[src/pipe_pkg.sv]
package pipe_pkg;

    // data path word
    typedef logic [31:0] word_t;

    // architectural register index
    typedef logic [4:0] reg_idx_t;

    // decoded micro-op as it reaches writeback
    typedef logic [7:0] uop_t;

    // condition sub-field of the micro-op
    typedef logic [3:0] cond_t;

    // flag positions inside uop_t
    localparam int unsigned uop_csr_bit = 0;
    localparam int unsigned uop_div_bit = 1;
    localparam int unsigned uop_mem_bit = 2;

    // cond_t sits in uop_t[7:4]
    localparam int unsigned uop_cond_lsb = 4;

    // cond bit 0 set picks the remainder of a divide
    localparam int unsigned cond_rem_bit = 0;

    // cond bit 2 clear on a memory uop means load
    localparam int unsigned cond_store_bit = 2;

endpackage

[src/exc_pkg.sv]
package exc_pkg;

    // exception code as carried down the pipe
    typedef logic [6:0] ecode_t;

    // virtual page number, low bits of the bad address
    typedef logic [18:0] vppn_t;

    // interrupt
    localparam ecode_t exp_int = 7'h00;

    // page invalid on load, store, fetch
    localparam ecode_t exp_pil = 7'h01;
    localparam ecode_t exp_pis = 7'h02;
    localparam ecode_t exp_pif = 7'h03;

    // page modify
    localparam ecode_t exp_pme = 7'h04;

    // page privilege
    localparam ecode_t exp_ppi = 7'h07;

    // fetch address error
    localparam ecode_t exp_adef = 7'h08;

    // misaligned access
    localparam ecode_t exp_ale = 7'h09;

    // TLB refill, taken through its own entry
    localparam ecode_t exp_tlbr = 7'h3f;

endpackage

[src/div_unit.sv]
`timescale 1ns/1ns
module div_unit (
    input  logic            clk,
    input  logic            aresetn,
    input  logic            div_req,
    input  pipe_pkg::word_t div_dividend,
    input  pipe_pkg::word_t div_divisor,
    output logic            div_ack,
    output pipe_pkg::word_t div_quotient,
    output pipe_pkg::word_t div_remainder
);
    import pipe_pkg::*;

    typedef enum logic [1:0] {
        st_idle,
        st_busy,
        st_done
    } state_t;

    state_t      state;
    logic [4:0]  iter;
    word_t       divisor_q;
    logic [32:0] partial;
    logic [32:0] diff;
    logic        fits;

    // quotient register doubles as the dividend shift source
    assign partial = {div_remainder, div_quotient[31]};
    assign diff    = partial - {1'b0, divisor_q};
    assign fits    = partial >= {1'b0, divisor_q};

    always_ff @(posedge clk or negedge aresetn) begin
        if (!aresetn) begin
            state   <= st_idle;
            iter    <= '0;
            div_ack <= 1'b0;
        end else begin
            case (state)
                st_idle: begin
                    if (div_req) begin
                        state <= st_busy;
                        iter  <= '0;
                    end
                end
                st_busy: begin
                    iter <= iter + 5'd1;
                    if (iter == 5'd31) begin
                        state   <= st_done;
                        div_ack <= 1'b1;
                    end
                end
                st_done: begin
                    // hold results until the requester drops req
                    if (!div_req) begin
                        state   <= st_idle;
                        div_ack <= 1'b0;
                    end
                end
                default: begin
                    state <= st_idle;
                end
            endcase
        end
    end

    // zero divisor falls out as all-ones quotient and remainder = dividend
    always_ff @(posedge clk) begin
        if (state == st_idle && div_req) begin
            div_quotient  <= div_dividend;
            div_remainder <= '0;
            divisor_q     <= div_divisor;
        end else if (state == st_busy) begin
            div_remainder <= fits ? diff[31:0] : partial[31:0];
            div_quotient  <= {div_quotient[30:0], fits};
        end
    end

    assert property (@(posedge clk) disable iff (!aresetn)
        div_ack && $past(div_ack) |-> $stable(div_quotient) && $stable(div_remainder))
        else $error("divider results changed while div_ack is high");

endmodule

[src/reg_file.sv]
`timescale 1ns/1ns
module reg_file (
    input  logic               clk,
    input  logic               aresetn,
    input  logic               we0,
    input  logic               we1,
    input  pipe_pkg::reg_idx_t waddr0,
    input  pipe_pkg::reg_idx_t waddr1,
    input  pipe_pkg::word_t    wdata0,
    input  pipe_pkg::word_t    wdata1,
    input  pipe_pkg::reg_idx_t raddr0,
    input  pipe_pkg::reg_idx_t raddr1,
    output pipe_pkg::word_t    rdata0,
    output pipe_pkg::word_t    rdata1
);
    import pipe_pkg::*;

    word_t regs [2**$bits(reg_idx_t)];

    // r0 leaves reset as zero and no write port reaches it
    always_ff @(posedge clk or negedge aresetn) begin
        if (!aresetn) begin
            regs[0] <= '0;
        end else begin
            // port 1 is the younger instruction, so its write lands last
            if (we0 && waddr0 != '0) begin
                regs[waddr0] <= wdata0;
            end
            if (we1 && waddr1 != '0) begin
                regs[waddr1] <= wdata1;
            end
        end
    end

    assign rdata0 = regs[raddr0];
    assign rdata1 = regs[raddr1];

    assert property (@(posedge clk) disable iff (!aresetn)
        ((we0 && waddr0 == '0) || (we1 && waddr1 == '0)) && raddr0 == '0
        |=> raddr0 != '0 || rdata0 == '0)
        else $error("write to r0 became visible on a read port");

endmodule

[src/wb_result_select.sv]
`timescale 1ns/1ns
module wb_result_select (
    input  logic              clk,
    input  logic              aresetn,
    input  logic              inst_valid0,
    input  logic              inst_valid1,
    input  pipe_pkg::uop_t    uop0,
    input  pipe_pkg::uop_t    uop1,
    input  pipe_pkg::reg_idx_t rd0,
    input  pipe_pkg::reg_idx_t rd1,
    input  pipe_pkg::word_t   result0,
    input  pipe_pkg::word_t   result1,
    input  logic              result_valid0,
    input  logic              result_valid1,
    input  pipe_pkg::word_t   div_a0,
    input  pipe_pkg::word_t   div_a1,
    input  pipe_pkg::word_t   div_b0,
    input  pipe_pkg::word_t   div_b1,
    input  pipe_pkg::word_t   dcache_data,
    input  logic              dcache_ready,
    input  pipe_pkg::word_t   csr_data,
    input  logic              csr_ready,
    input  logic              div_ack,
    input  pipe_pkg::word_t   div_quotient,
    input  pipe_pkg::word_t   div_remainder,
    output logic              allowin,
    output logic              div_req,
    output pipe_pkg::word_t   div_dividend,
    output pipe_pkg::word_t   div_divisor,
    output logic              wb_we0,
    output logic              wb_we1,
    output pipe_pkg::reg_idx_t wb_rd0,
    output pipe_pkg::reg_idx_t wb_rd1,
    output pipe_pkg::word_t   wb_data0,
    output pipe_pkg::word_t   wb_data1
);
    import pipe_pkg::*;

    typedef enum logic [1:0] {
        div_idle,
        div_wait,
        div_release
    } div_state_t;

    div_state_t div_state;
    logic       div_owner;
    logic       div_done0;
    word_t      div_hold0;

    cond_t cond0;
    cond_t cond1;
    logic  need_div0;
    logic  need_div1;
    logic  start_div;
    logic  div_capture;
    logic  park0;
    word_t div_pick0;
    word_t div_pick1;
    logic  ready0;
    logic  ready1;
    word_t data0;
    word_t data1;

    assign cond0 = uop0[uop_cond_lsb +: $bits(cond_t)];
    assign cond1 = uop1[uop_cond_lsb +: $bits(cond_t)];

    // divide is the source only when nothing ahead of it in priority applies
    assign need_div0 = inst_valid0 & ~result_valid0 & ~uop0[uop_csr_bit]
                     & uop0[uop_div_bit] & ~div_done0;
    assign need_div1 = inst_valid1 & ~result_valid1 & uop1[uop_div_bit];

    assign start_div   = (div_state == div_idle) & (need_div0 | need_div1);
    assign div_capture = (div_state == div_wait) & div_ack;

    // lane 0 result is parked when lane 1 still waits for its own divide
    assign park0 = div_capture & ~div_owner & need_div1;

    assign div_pick0 = cond0[cond_rem_bit] ? div_remainder : div_quotient;
    assign div_pick1 = cond1[cond_rem_bit] ? div_remainder : div_quotient;

    always_comb begin
        ready0 = 1'b0;
        data0  = result0;
        if (result_valid0) begin
            ready0 = 1'b1;
        end else if (uop0[uop_csr_bit]) begin
            ready0 = csr_ready;
            data0  = csr_data;
        end else if (uop0[uop_div_bit]) begin
            ready0 = div_done0 | (div_capture & ~div_owner);
            data0  = div_done0 ? div_hold0 : div_pick0;
        end else if (uop0[uop_mem_bit] && !cond0[cond_store_bit]) begin
            ready0 = dcache_ready;
            data0  = dcache_data;
        end
    end

    // no CSR path on lane 1
    always_comb begin
        ready1 = 1'b0;
        data1  = result1;
        if (result_valid1) begin
            ready1 = 1'b1;
        end else if (uop1[uop_div_bit]) begin
            ready1 = div_capture & div_owner;
            data1  = div_pick1;
        end else if (uop1[uop_mem_bit] && !cond1[cond_store_bit]) begin
            ready1 = dcache_ready;
            data1  = dcache_data;
        end
    end

    assign allowin = (~inst_valid0 | ready0) & (~inst_valid1 | ready1);

    always_ff @(posedge clk or negedge aresetn) begin
        if (!aresetn) begin
            div_state <= div_idle;
            div_req   <= 1'b0;
            div_owner <= 1'b0;
            div_done0 <= 1'b0;
            wb_we0    <= 1'b0;
            wb_we1    <= 1'b0;
        end else begin
            wb_we0 <= allowin & inst_valid0 & ready0;
            wb_we1 <= allowin & inst_valid1 & ready1;
            if (allowin) begin
                div_done0 <= 1'b0;
            end
            case (div_state)
                div_idle: begin
                    // lane 0 goes first
                    if (start_div) begin
                        div_req   <= 1'b1;
                        div_owner <= ~need_div0;
                        div_state <= div_wait;
                    end
                end
                div_wait: begin
                    if (park0) begin
                        div_done0 <= 1'b1;
                        div_req   <= 1'b0;
                        div_state <= div_release;
                    end else if (div_ack && allowin) begin
                        div_req   <= 1'b0;
                        div_state <= div_release;
                    end
                end
                div_release: begin
                    if (!div_ack) begin
                        div_state <= div_idle;
                    end
                end
                default: begin
                    div_state <= div_idle;
                end
            endcase
        end
    end

    always_ff @(posedge clk) begin
        if (start_div) begin
            div_dividend <= need_div0 ? div_a0 : div_a1;
            div_divisor  <= need_div0 ? div_b0 : div_b1;
        end
        if (park0) begin
            div_hold0 <= div_pick0;
        end
        wb_rd0   <= rd0;
        wb_rd1   <= rd1;
        wb_data0 <= data0;
        wb_data1 <= data1;
    end

    // new request only after the divider has let go of the last one
    assert property (@(posedge clk) disable iff (!aresetn) $rose(div_req) |-> !div_ack)
        else $error("div_req raised while div_ack is still high");

endmodule

[src/wb_exception_commit.sv]
`timescale 1ns/1ns
module wb_exception_commit (
    input  logic             clk,
    input  logic             aresetn,
    input  exc_pkg::ecode_t  ecode_in,
    input  logic             exception_flag_in,
    input  pipe_pkg::word_t  badv_in,
    input  pipe_pkg::word_t  era_in,
    input  logic             cpu_interrupt,
    input  pipe_pkg::word_t  eentry,
    input  pipe_pkg::word_t  tlbrentry,
    output logic             flush,
    output exc_pkg::ecode_t  ecode_out,
    output pipe_pkg::word_t  badv_out,
    output logic             wen_badv,
    output pipe_pkg::word_t  era_out,
    output logic             wen_era,
    output exc_pkg::vppn_t   vppn_out,
    output logic             wen_vppn,
    output logic             tlb_exception,
    output pipe_pkg::word_t  redirect_pc
);
    import exc_pkg::*;

    logic set_vppn;
    logic set_badv;
    logic take;

    // address-translation faults carry a page number
    assign set_vppn = ecode_in inside {exp_pil, exp_pis, exp_pif, exp_pme, exp_ppi, exp_tlbr};

    // plus the pure address errors for BADV
    assign set_badv = set_vppn | (ecode_in inside {exp_adef, exp_ale});

    assign take = exception_flag_in | cpu_interrupt;

    always_ff @(posedge clk or negedge aresetn) begin
        if (!aresetn) begin
            flush         <= 1'b0;
            wen_era       <= 1'b0;
            wen_badv      <= 1'b0;
            wen_vppn      <= 1'b0;
            tlb_exception <= 1'b0;
        end else begin
            flush         <= take;
            wen_era       <= take;
            wen_badv      <= exception_flag_in & set_badv;
            wen_vppn      <= exception_flag_in & set_vppn;
            tlb_exception <= exception_flag_in & (ecode_in == exp_tlbr);
        end
    end

    always_ff @(posedge clk) begin
        // interrupt alone reports code zero
        if (cpu_interrupt && !exception_flag_in) begin
            ecode_out <= exp_int;
        end else begin
            ecode_out <= ecode_in;
        end
        badv_out <= badv_in;
        era_out  <= era_in;
        vppn_out <= badv_in[$bits(vppn_t)-1:0];
    end

    // refill goes to its own handler
    assign redirect_pc = tlb_exception ? tlbrentry : eentry;

endmodule

[src/wb_top.sv]
`timescale 1ns/1ns
module wb_top (
    input  logic               clk,
    input  logic               aresetn,
    input  logic               inst_valid0,
    input  logic               inst_valid1,
    input  pipe_pkg::uop_t     uop0,
    input  pipe_pkg::uop_t     uop1,
    input  pipe_pkg::reg_idx_t rd0,
    input  pipe_pkg::reg_idx_t rd1,
    input  pipe_pkg::word_t    result0,
    input  pipe_pkg::word_t    result1,
    input  logic               result_valid0,
    input  logic               result_valid1,
    input  pipe_pkg::word_t    div_a0,
    input  pipe_pkg::word_t    div_a1,
    input  pipe_pkg::word_t    div_b0,
    input  pipe_pkg::word_t    div_b1,
    input  pipe_pkg::word_t    dcache_data,
    input  logic               dcache_ready,
    input  pipe_pkg::word_t    csr_data,
    input  logic               csr_ready,
    input  exc_pkg::ecode_t    ecode_in,
    input  logic               exception_flag_in,
    input  pipe_pkg::word_t    badv_in,
    input  pipe_pkg::word_t    era_in,
    input  logic               cpu_interrupt,
    input  pipe_pkg::word_t    eentry,
    input  pipe_pkg::word_t    tlbrentry,
    input  pipe_pkg::reg_idx_t rf_raddr0,
    input  pipe_pkg::reg_idx_t rf_raddr1,
    output logic               allowin,
    output logic               wb_we0,
    output logic               wb_we1,
    output pipe_pkg::reg_idx_t wb_rd0,
    output pipe_pkg::reg_idx_t wb_rd1,
    output pipe_pkg::word_t    wb_data0,
    output pipe_pkg::word_t    wb_data1,
    output pipe_pkg::word_t    rf_rdata0,
    output pipe_pkg::word_t    rf_rdata1,
    output logic               flush,
    output exc_pkg::ecode_t    ecode_out,
    output pipe_pkg::word_t    badv_out,
    output logic               wen_badv,
    output pipe_pkg::word_t    era_out,
    output logic               wen_era,
    output exc_pkg::vppn_t     vppn_out,
    output logic               wen_vppn,
    output logic               tlb_exception,
    output pipe_pkg::word_t    redirect_pc
);
    import pipe_pkg::*;

    // divider handshake
    logic  div_req;
    logic  div_ack;
    word_t div_dividend;
    word_t div_divisor;
    word_t div_quotient;
    word_t div_remainder;

    wb_result_select u_select (
        .clk(clk), .aresetn(aresetn),
        .inst_valid0(inst_valid0), .inst_valid1(inst_valid1),
        .uop0(uop0), .uop1(uop1), .rd0(rd0), .rd1(rd1),
        .result0(result0), .result1(result1),
        .result_valid0(result_valid0), .result_valid1(result_valid1),
        .div_a0(div_a0), .div_a1(div_a1), .div_b0(div_b0), .div_b1(div_b1),
        .dcache_data(dcache_data), .dcache_ready(dcache_ready),
        .csr_data(csr_data), .csr_ready(csr_ready),
        .div_ack(div_ack), .div_quotient(div_quotient), .div_remainder(div_remainder),
        .allowin(allowin), .div_req(div_req),
        .div_dividend(div_dividend), .div_divisor(div_divisor),
        .wb_we0(wb_we0), .wb_we1(wb_we1), .wb_rd0(wb_rd0), .wb_rd1(wb_rd1),
        .wb_data0(wb_data0), .wb_data1(wb_data1)
    );

    div_unit u_div (
        .clk(clk), .aresetn(aresetn),
        .div_req(div_req), .div_dividend(div_dividend), .div_divisor(div_divisor),
        .div_ack(div_ack), .div_quotient(div_quotient), .div_remainder(div_remainder)
    );

    wb_exception_commit u_commit (
        .clk(clk), .aresetn(aresetn),
        .ecode_in(ecode_in), .exception_flag_in(exception_flag_in),
        .badv_in(badv_in), .era_in(era_in), .cpu_interrupt(cpu_interrupt),
        .eentry(eentry), .tlbrentry(tlbrentry),
        .flush(flush), .ecode_out(ecode_out),
        .badv_out(badv_out), .wen_badv(wen_badv),
        .era_out(era_out), .wen_era(wen_era),
        .vppn_out(vppn_out), .wen_vppn(wen_vppn),
        .tlb_exception(tlb_exception), .redirect_pc(redirect_pc)
    );

    reg_file u_rf (
        .clk(clk), .aresetn(aresetn),
        .we0(wb_we0), .we1(wb_we1),
        .waddr0(wb_rd0), .waddr1(wb_rd1),
        .wdata0(wb_data0), .wdata1(wb_data1),
        .raddr0(rf_raddr0), .raddr1(rf_raddr1),
        .rdata0(rf_rdata0), .rdata1(rf_rdata1)
    );

endmodule

[config.mk]
export PLATFORM = sky130hd
export DESIGN_NAME = wb_top
export DESIGN_NICKNAME = d
export VERILOG_FILES = /design/src/pipe_pkg.sv /design/src/exc_pkg.sv /design/src/div_unit.sv /design/src/reg_file.sv /design/src/wb_result_select.sv /design/src/wb_exception_commit.sv /design/src/wb_top.sv
export SDC_FILE = /design/constraint.sdc
export NUM_CORES = 2
export LEC_CHECK = 0
export BUFFER_PORTS_ARGS = -buffer_cell sky130_fd_sc_hd__buf_4
export CAP_MARGIN = 30
export CORE_ASPECT_RATIO = 0.8
export CORE_MARGIN = 4
export CORE_UTILIZATION = 55
export CTS_BUF_LIST = sky130_fd_sc_hd__clkbuf_4
export DETAILED_ROUTE_END_ITERATION = 6
export HOLD_SLACK_MARGIN = 0.02
export PLACE_DENSITY = 0.74
export SLEW_MARGIN = 40
export SYNTH_ARGS = -nofsm -noshare
export SYNTH_HDL_FRONTEND = slang
export SYNTH_SLANG_ARGS = --single-unit
[constraint.sdc]
create_clock -name clk -period 12.76 [get_ports clk]
set_input_delay 1.914 -clock clk [delete_from_list [all_inputs] [get_ports clk]]
set_output_delay 1.914 -clock clk [all_outputs]
set_load 0.03 [all_outputs]
==> results_dict.tcl <==
set metrics [dict create \
    status "complete, but fails checks" \
    violations "design-rule violations" \
    synth_seq_cells 1380 \
    route.detailed.drc 1 \
    crit_family "buffers and inverters" \
    num_rows 127 \
    dieArea_um2 159000 \
    cts_tree "yes" \
    cts.clk_slew.worst_paths_ns 0.06 \
    syn-num-nets 7476 \
    max_stage_delay_ns 0.59 \
    worstMarginPinSlew_ns 0.949 \
    gp_congestion 0.926 \
    fmax_mhz 142 \
    yosysMostFrequentCell "edfxtp_1" \
    path_cells "buf_8 -> buf_16 -> buf_12 -> buf_16 -> mux4_2 -> mux4_2 -> mux2_2 -> buf_4" \
    viasPerCell 6.82 \
    synth_top_cell_area_share 0.412 \
    area_growth_pct 14.4 \
    synth_top_cell_by_area "edfxtp_1" \
    hold_violations 0 \
    ant_nets 0 \
    cp_max_fo 58 \
    critPathBufInv 5 \
    tns_ns 0 \
    cts-root-buf "clkbuf_4" \
    fin_ws_ns 5.70 \
    dr.pass1.iters 7 \
    avgSynthCellArea_um2 12.0 \
    grt_overflow 0 \
    clkLatencyLatePin_ns 1.39 \
    synth.top_cells.by_count "edfxtp_1 (1152), mux2i_1 (978), nand2_1 (701)" \
    crit_type "primary input to output port" \
    p_total_mw 13.1 \
    vias 66600 \
    yosys.cell_types.count 70 \
    fin_crit_ns 7.06 \
    grt_pass1_wl_mm 436 \
    cp-end-kind "output port" \
    hpwl_mm 181 \
    dp_slack_ns 5.53 \
    fin_crit_sh 0.553 \
    cts_inserted_buffers 371 \
    wl_per_cell_um 31.2 \
    grt_pass1_vias 64800 \
    drv_cap 0 \
    io_buffers 697 \
    yosysWarnings 0 \
    synthArstFlopShare 0.0370 \
    syn_area_um2 83900 \
    regArea_um2 39400 \
    powerDensity_nw_per_um2 137 \
    chipHeight_um 357 \
    cts_setup_buffers 0 \
    grt_usage 0.373 \
    crit_required_ns 10.85 \
    drt_iter0_markers 10700 \
    grt_max_degree 152 \
    drive_gt1_frac 0.312 \
    vdd_drop_max_mv 0.125 \
    cpMaxStageDelayCell "mux4_2" \
    wl_mm 305 \
    fp.coreArea_um2 151000 \
    h-tree-depth 5 \
    rrSetupSlack_ns 9.04 \
    initial_utilization 0.557 \
    clock_path_buffers 4 \
    clock-sinks 1380 \
    worstPathArrival_ns 5.14 \
    slew_headroom 0.361 \
    cts_hold_buffers 0 \
    synth_ff_type "edfxtp_1" \
    synthTopCellsByArea "edfxtp_1 (41%), mux4_2 (17%), mux2i_1 (12%), dfxtp_1 (4.2%), a21oi_1 (3.6%)" \
    setup_violations 0 \
    fin_skew_ns 0.105 \
    grt_setup_unrepaired "false" \
    cts_resized 0 \
    fill_cells 11500 \
    fin_nets 7932 \
    synth_cells 7004 \
    cp-start-kind "primary input" \
    multi_input_area_um2 41800 \
    die_w_um 445 \
    slew_viol_final 0 \
    p_leak_nw 37.4 \
    grt_antenna_before_repair 21 \
    worstHoldPathType "flop to flop" \
    io-pin-count 705 \
    synth_edf_count 1152 \
    yosysSeqAreaShare 0.470 \
]
[cell usage in the layout (no fill, tap or decap), types with 11 or more instances in the layout]
cell type / synthesis / final
a211oi_1: 69 / 68
a21o_1: 15 / 15
a21oi_1: 600 / 600
a22oi_1: 32 / 32
a32oi_1: 65 / 65
and2_1: 18 / 14
buf_12: 0 / 19
buf_16: 0 / 17
buf_4: 20 / 806
buf_6: 3 / 22
buf_8: 0 / 13
clkbuf_4: 0 / 553
clkinv_1: 0 / 88
clkinv_2: 0 / 18
dfrtp_1: 51 / 49
dfxtp_1: 177 / 172
diode_2: 0 / 21
edfxtp_1: 1152 / 1152
ha_1: 34 / 34
inv_1: 44 / 43
mux2_2: 224 / 224
mux2i_1: 978 / 978
mux4_2: 640 / 640
nand2_1: 701 / 675
nand2_8: 0 / 17
nand2b_1: 14 / 14
nand3_1: 22 / 17
nand4_1: 11 / 11
nor2_1: 577 / 551
nor2_4: 0 / 23
nor2b_1: 55 / 49
o21ai_0: 581 / 576
o21ai_1: 15 / 18
xnor2_1: 14 / 14
xor2_1: 15 / 15
[per-layer routing]
layer	vias to the layer above	GRT usage	routed length [um]
met5	-	0.00659	253
met4	11	0.204	18700
met3	1126	0.126	44000
met2	5557	0.552	135000
met1	32100	0.486	107000
li1	27800	-	-
[final timing paths]
check	start	to	cells past startpoint
max	rf_raddr1[0]	rf_rdata1[25]	8
max reg2reg	u_div.divisor_q[17]$_DFFE_PP_	u_div.div_remainder[30]$_SDFFE_PP0P_	10
min in group asynchronous	aresetn	u_commit.flush$_DFF_PN0_	1
min reg2reg	u_rf.regs[992]$_DFF_PN0_	u_rf.regs[992]$_DFF_PN0_	0
min	u_rf.regs[992]$_DFF_PN0_	u_rf.regs[992]$_DFF_PN0_	0
max in group asynchronous	aresetn	u_rf.regs[1018]$_DFF_PN0_	5
[final cells by class]
class | count | share of cell area
multi-input cells | 4785 | 0.436
flip-flops and latches | 1380 | 0.411
repair buffers | 877 | 0.0765
clock buffers | 553 | 0.0432
well taps | 1999 | 0.0261
clock inverters | 113 | 0.00551
inverters | 45 | 0.00176
diodes | 21 | 0.000547
[where the power goes]
group | switching, mW | internal, mW
logic | 1.92 | 1.37
clock network | 2.02 | 2.04
registers | 0.377 | 5.39
total | 4.32 | 8.81
[cell families after synthesis]
logic type / Yosys count / synth area share
buffers and inverters: 839 / 0.0398
multiplexers: 1843 / 0.319
flip-flops: 1380 / 0.470
AO/OA/AOI/OAI: 1438 / 0.0947
XOR/XNOR: 29 / 0.00303
adder cells (fa/ha/maj): 35 / 0.00531
AND/OR/NAND/NOR: 1440 / 0.0689
[worst reg2reg max path: stages, from the launching register on]
cell	delay, ns
edfxtp_1	0.44
inv_1	0.18
ha_1	0.37
a21o_1	0.24
a2111oi_0	0.72
o311ai_1	0.38
a311oi_1	0.62
o21ai_0	0.21
xor2_1	0.18
mux2i_1	0.14
o21ai_1	0.07
[stage by stage]
| stage | hold slack, ns | utilization | std cells | cell area [um2] |
|---|---|---|---|---|
| global placement | 0.376 | 0.598 | 9049 | 90200 |
| floorplan | 0.400 | - | 7004 | 83900 |
| finish | 0.397 | 0.637 | 9773 | 96000 |
| detailed placement | 0.383 | 0.604 | 9080 | 91100 |
| global route | 0.388 | 0.637 | 9769 | 96000 |
| CTS | 0.397 | 0.635 | 9746 | 95800 |
[registers in the layout, indices dropped and copies added, names as in the netlist, 7 cells and up]
register and flops:
u_select.wb_data0 32, u_select.div_hold0 32, u_rf.regs 1024, u_commit.ecode_out 7, u_div.div_quotient 32, u_select.div_dividend 32
u_div.divisor_q 32, u_select.div_divisor 32, u_div.div_remainder 32, u_commit.badv_out 32, u_select.wb_data1 32, u_commit.era_out 32
Note: power is estimated with default switching activity, not from simulation.
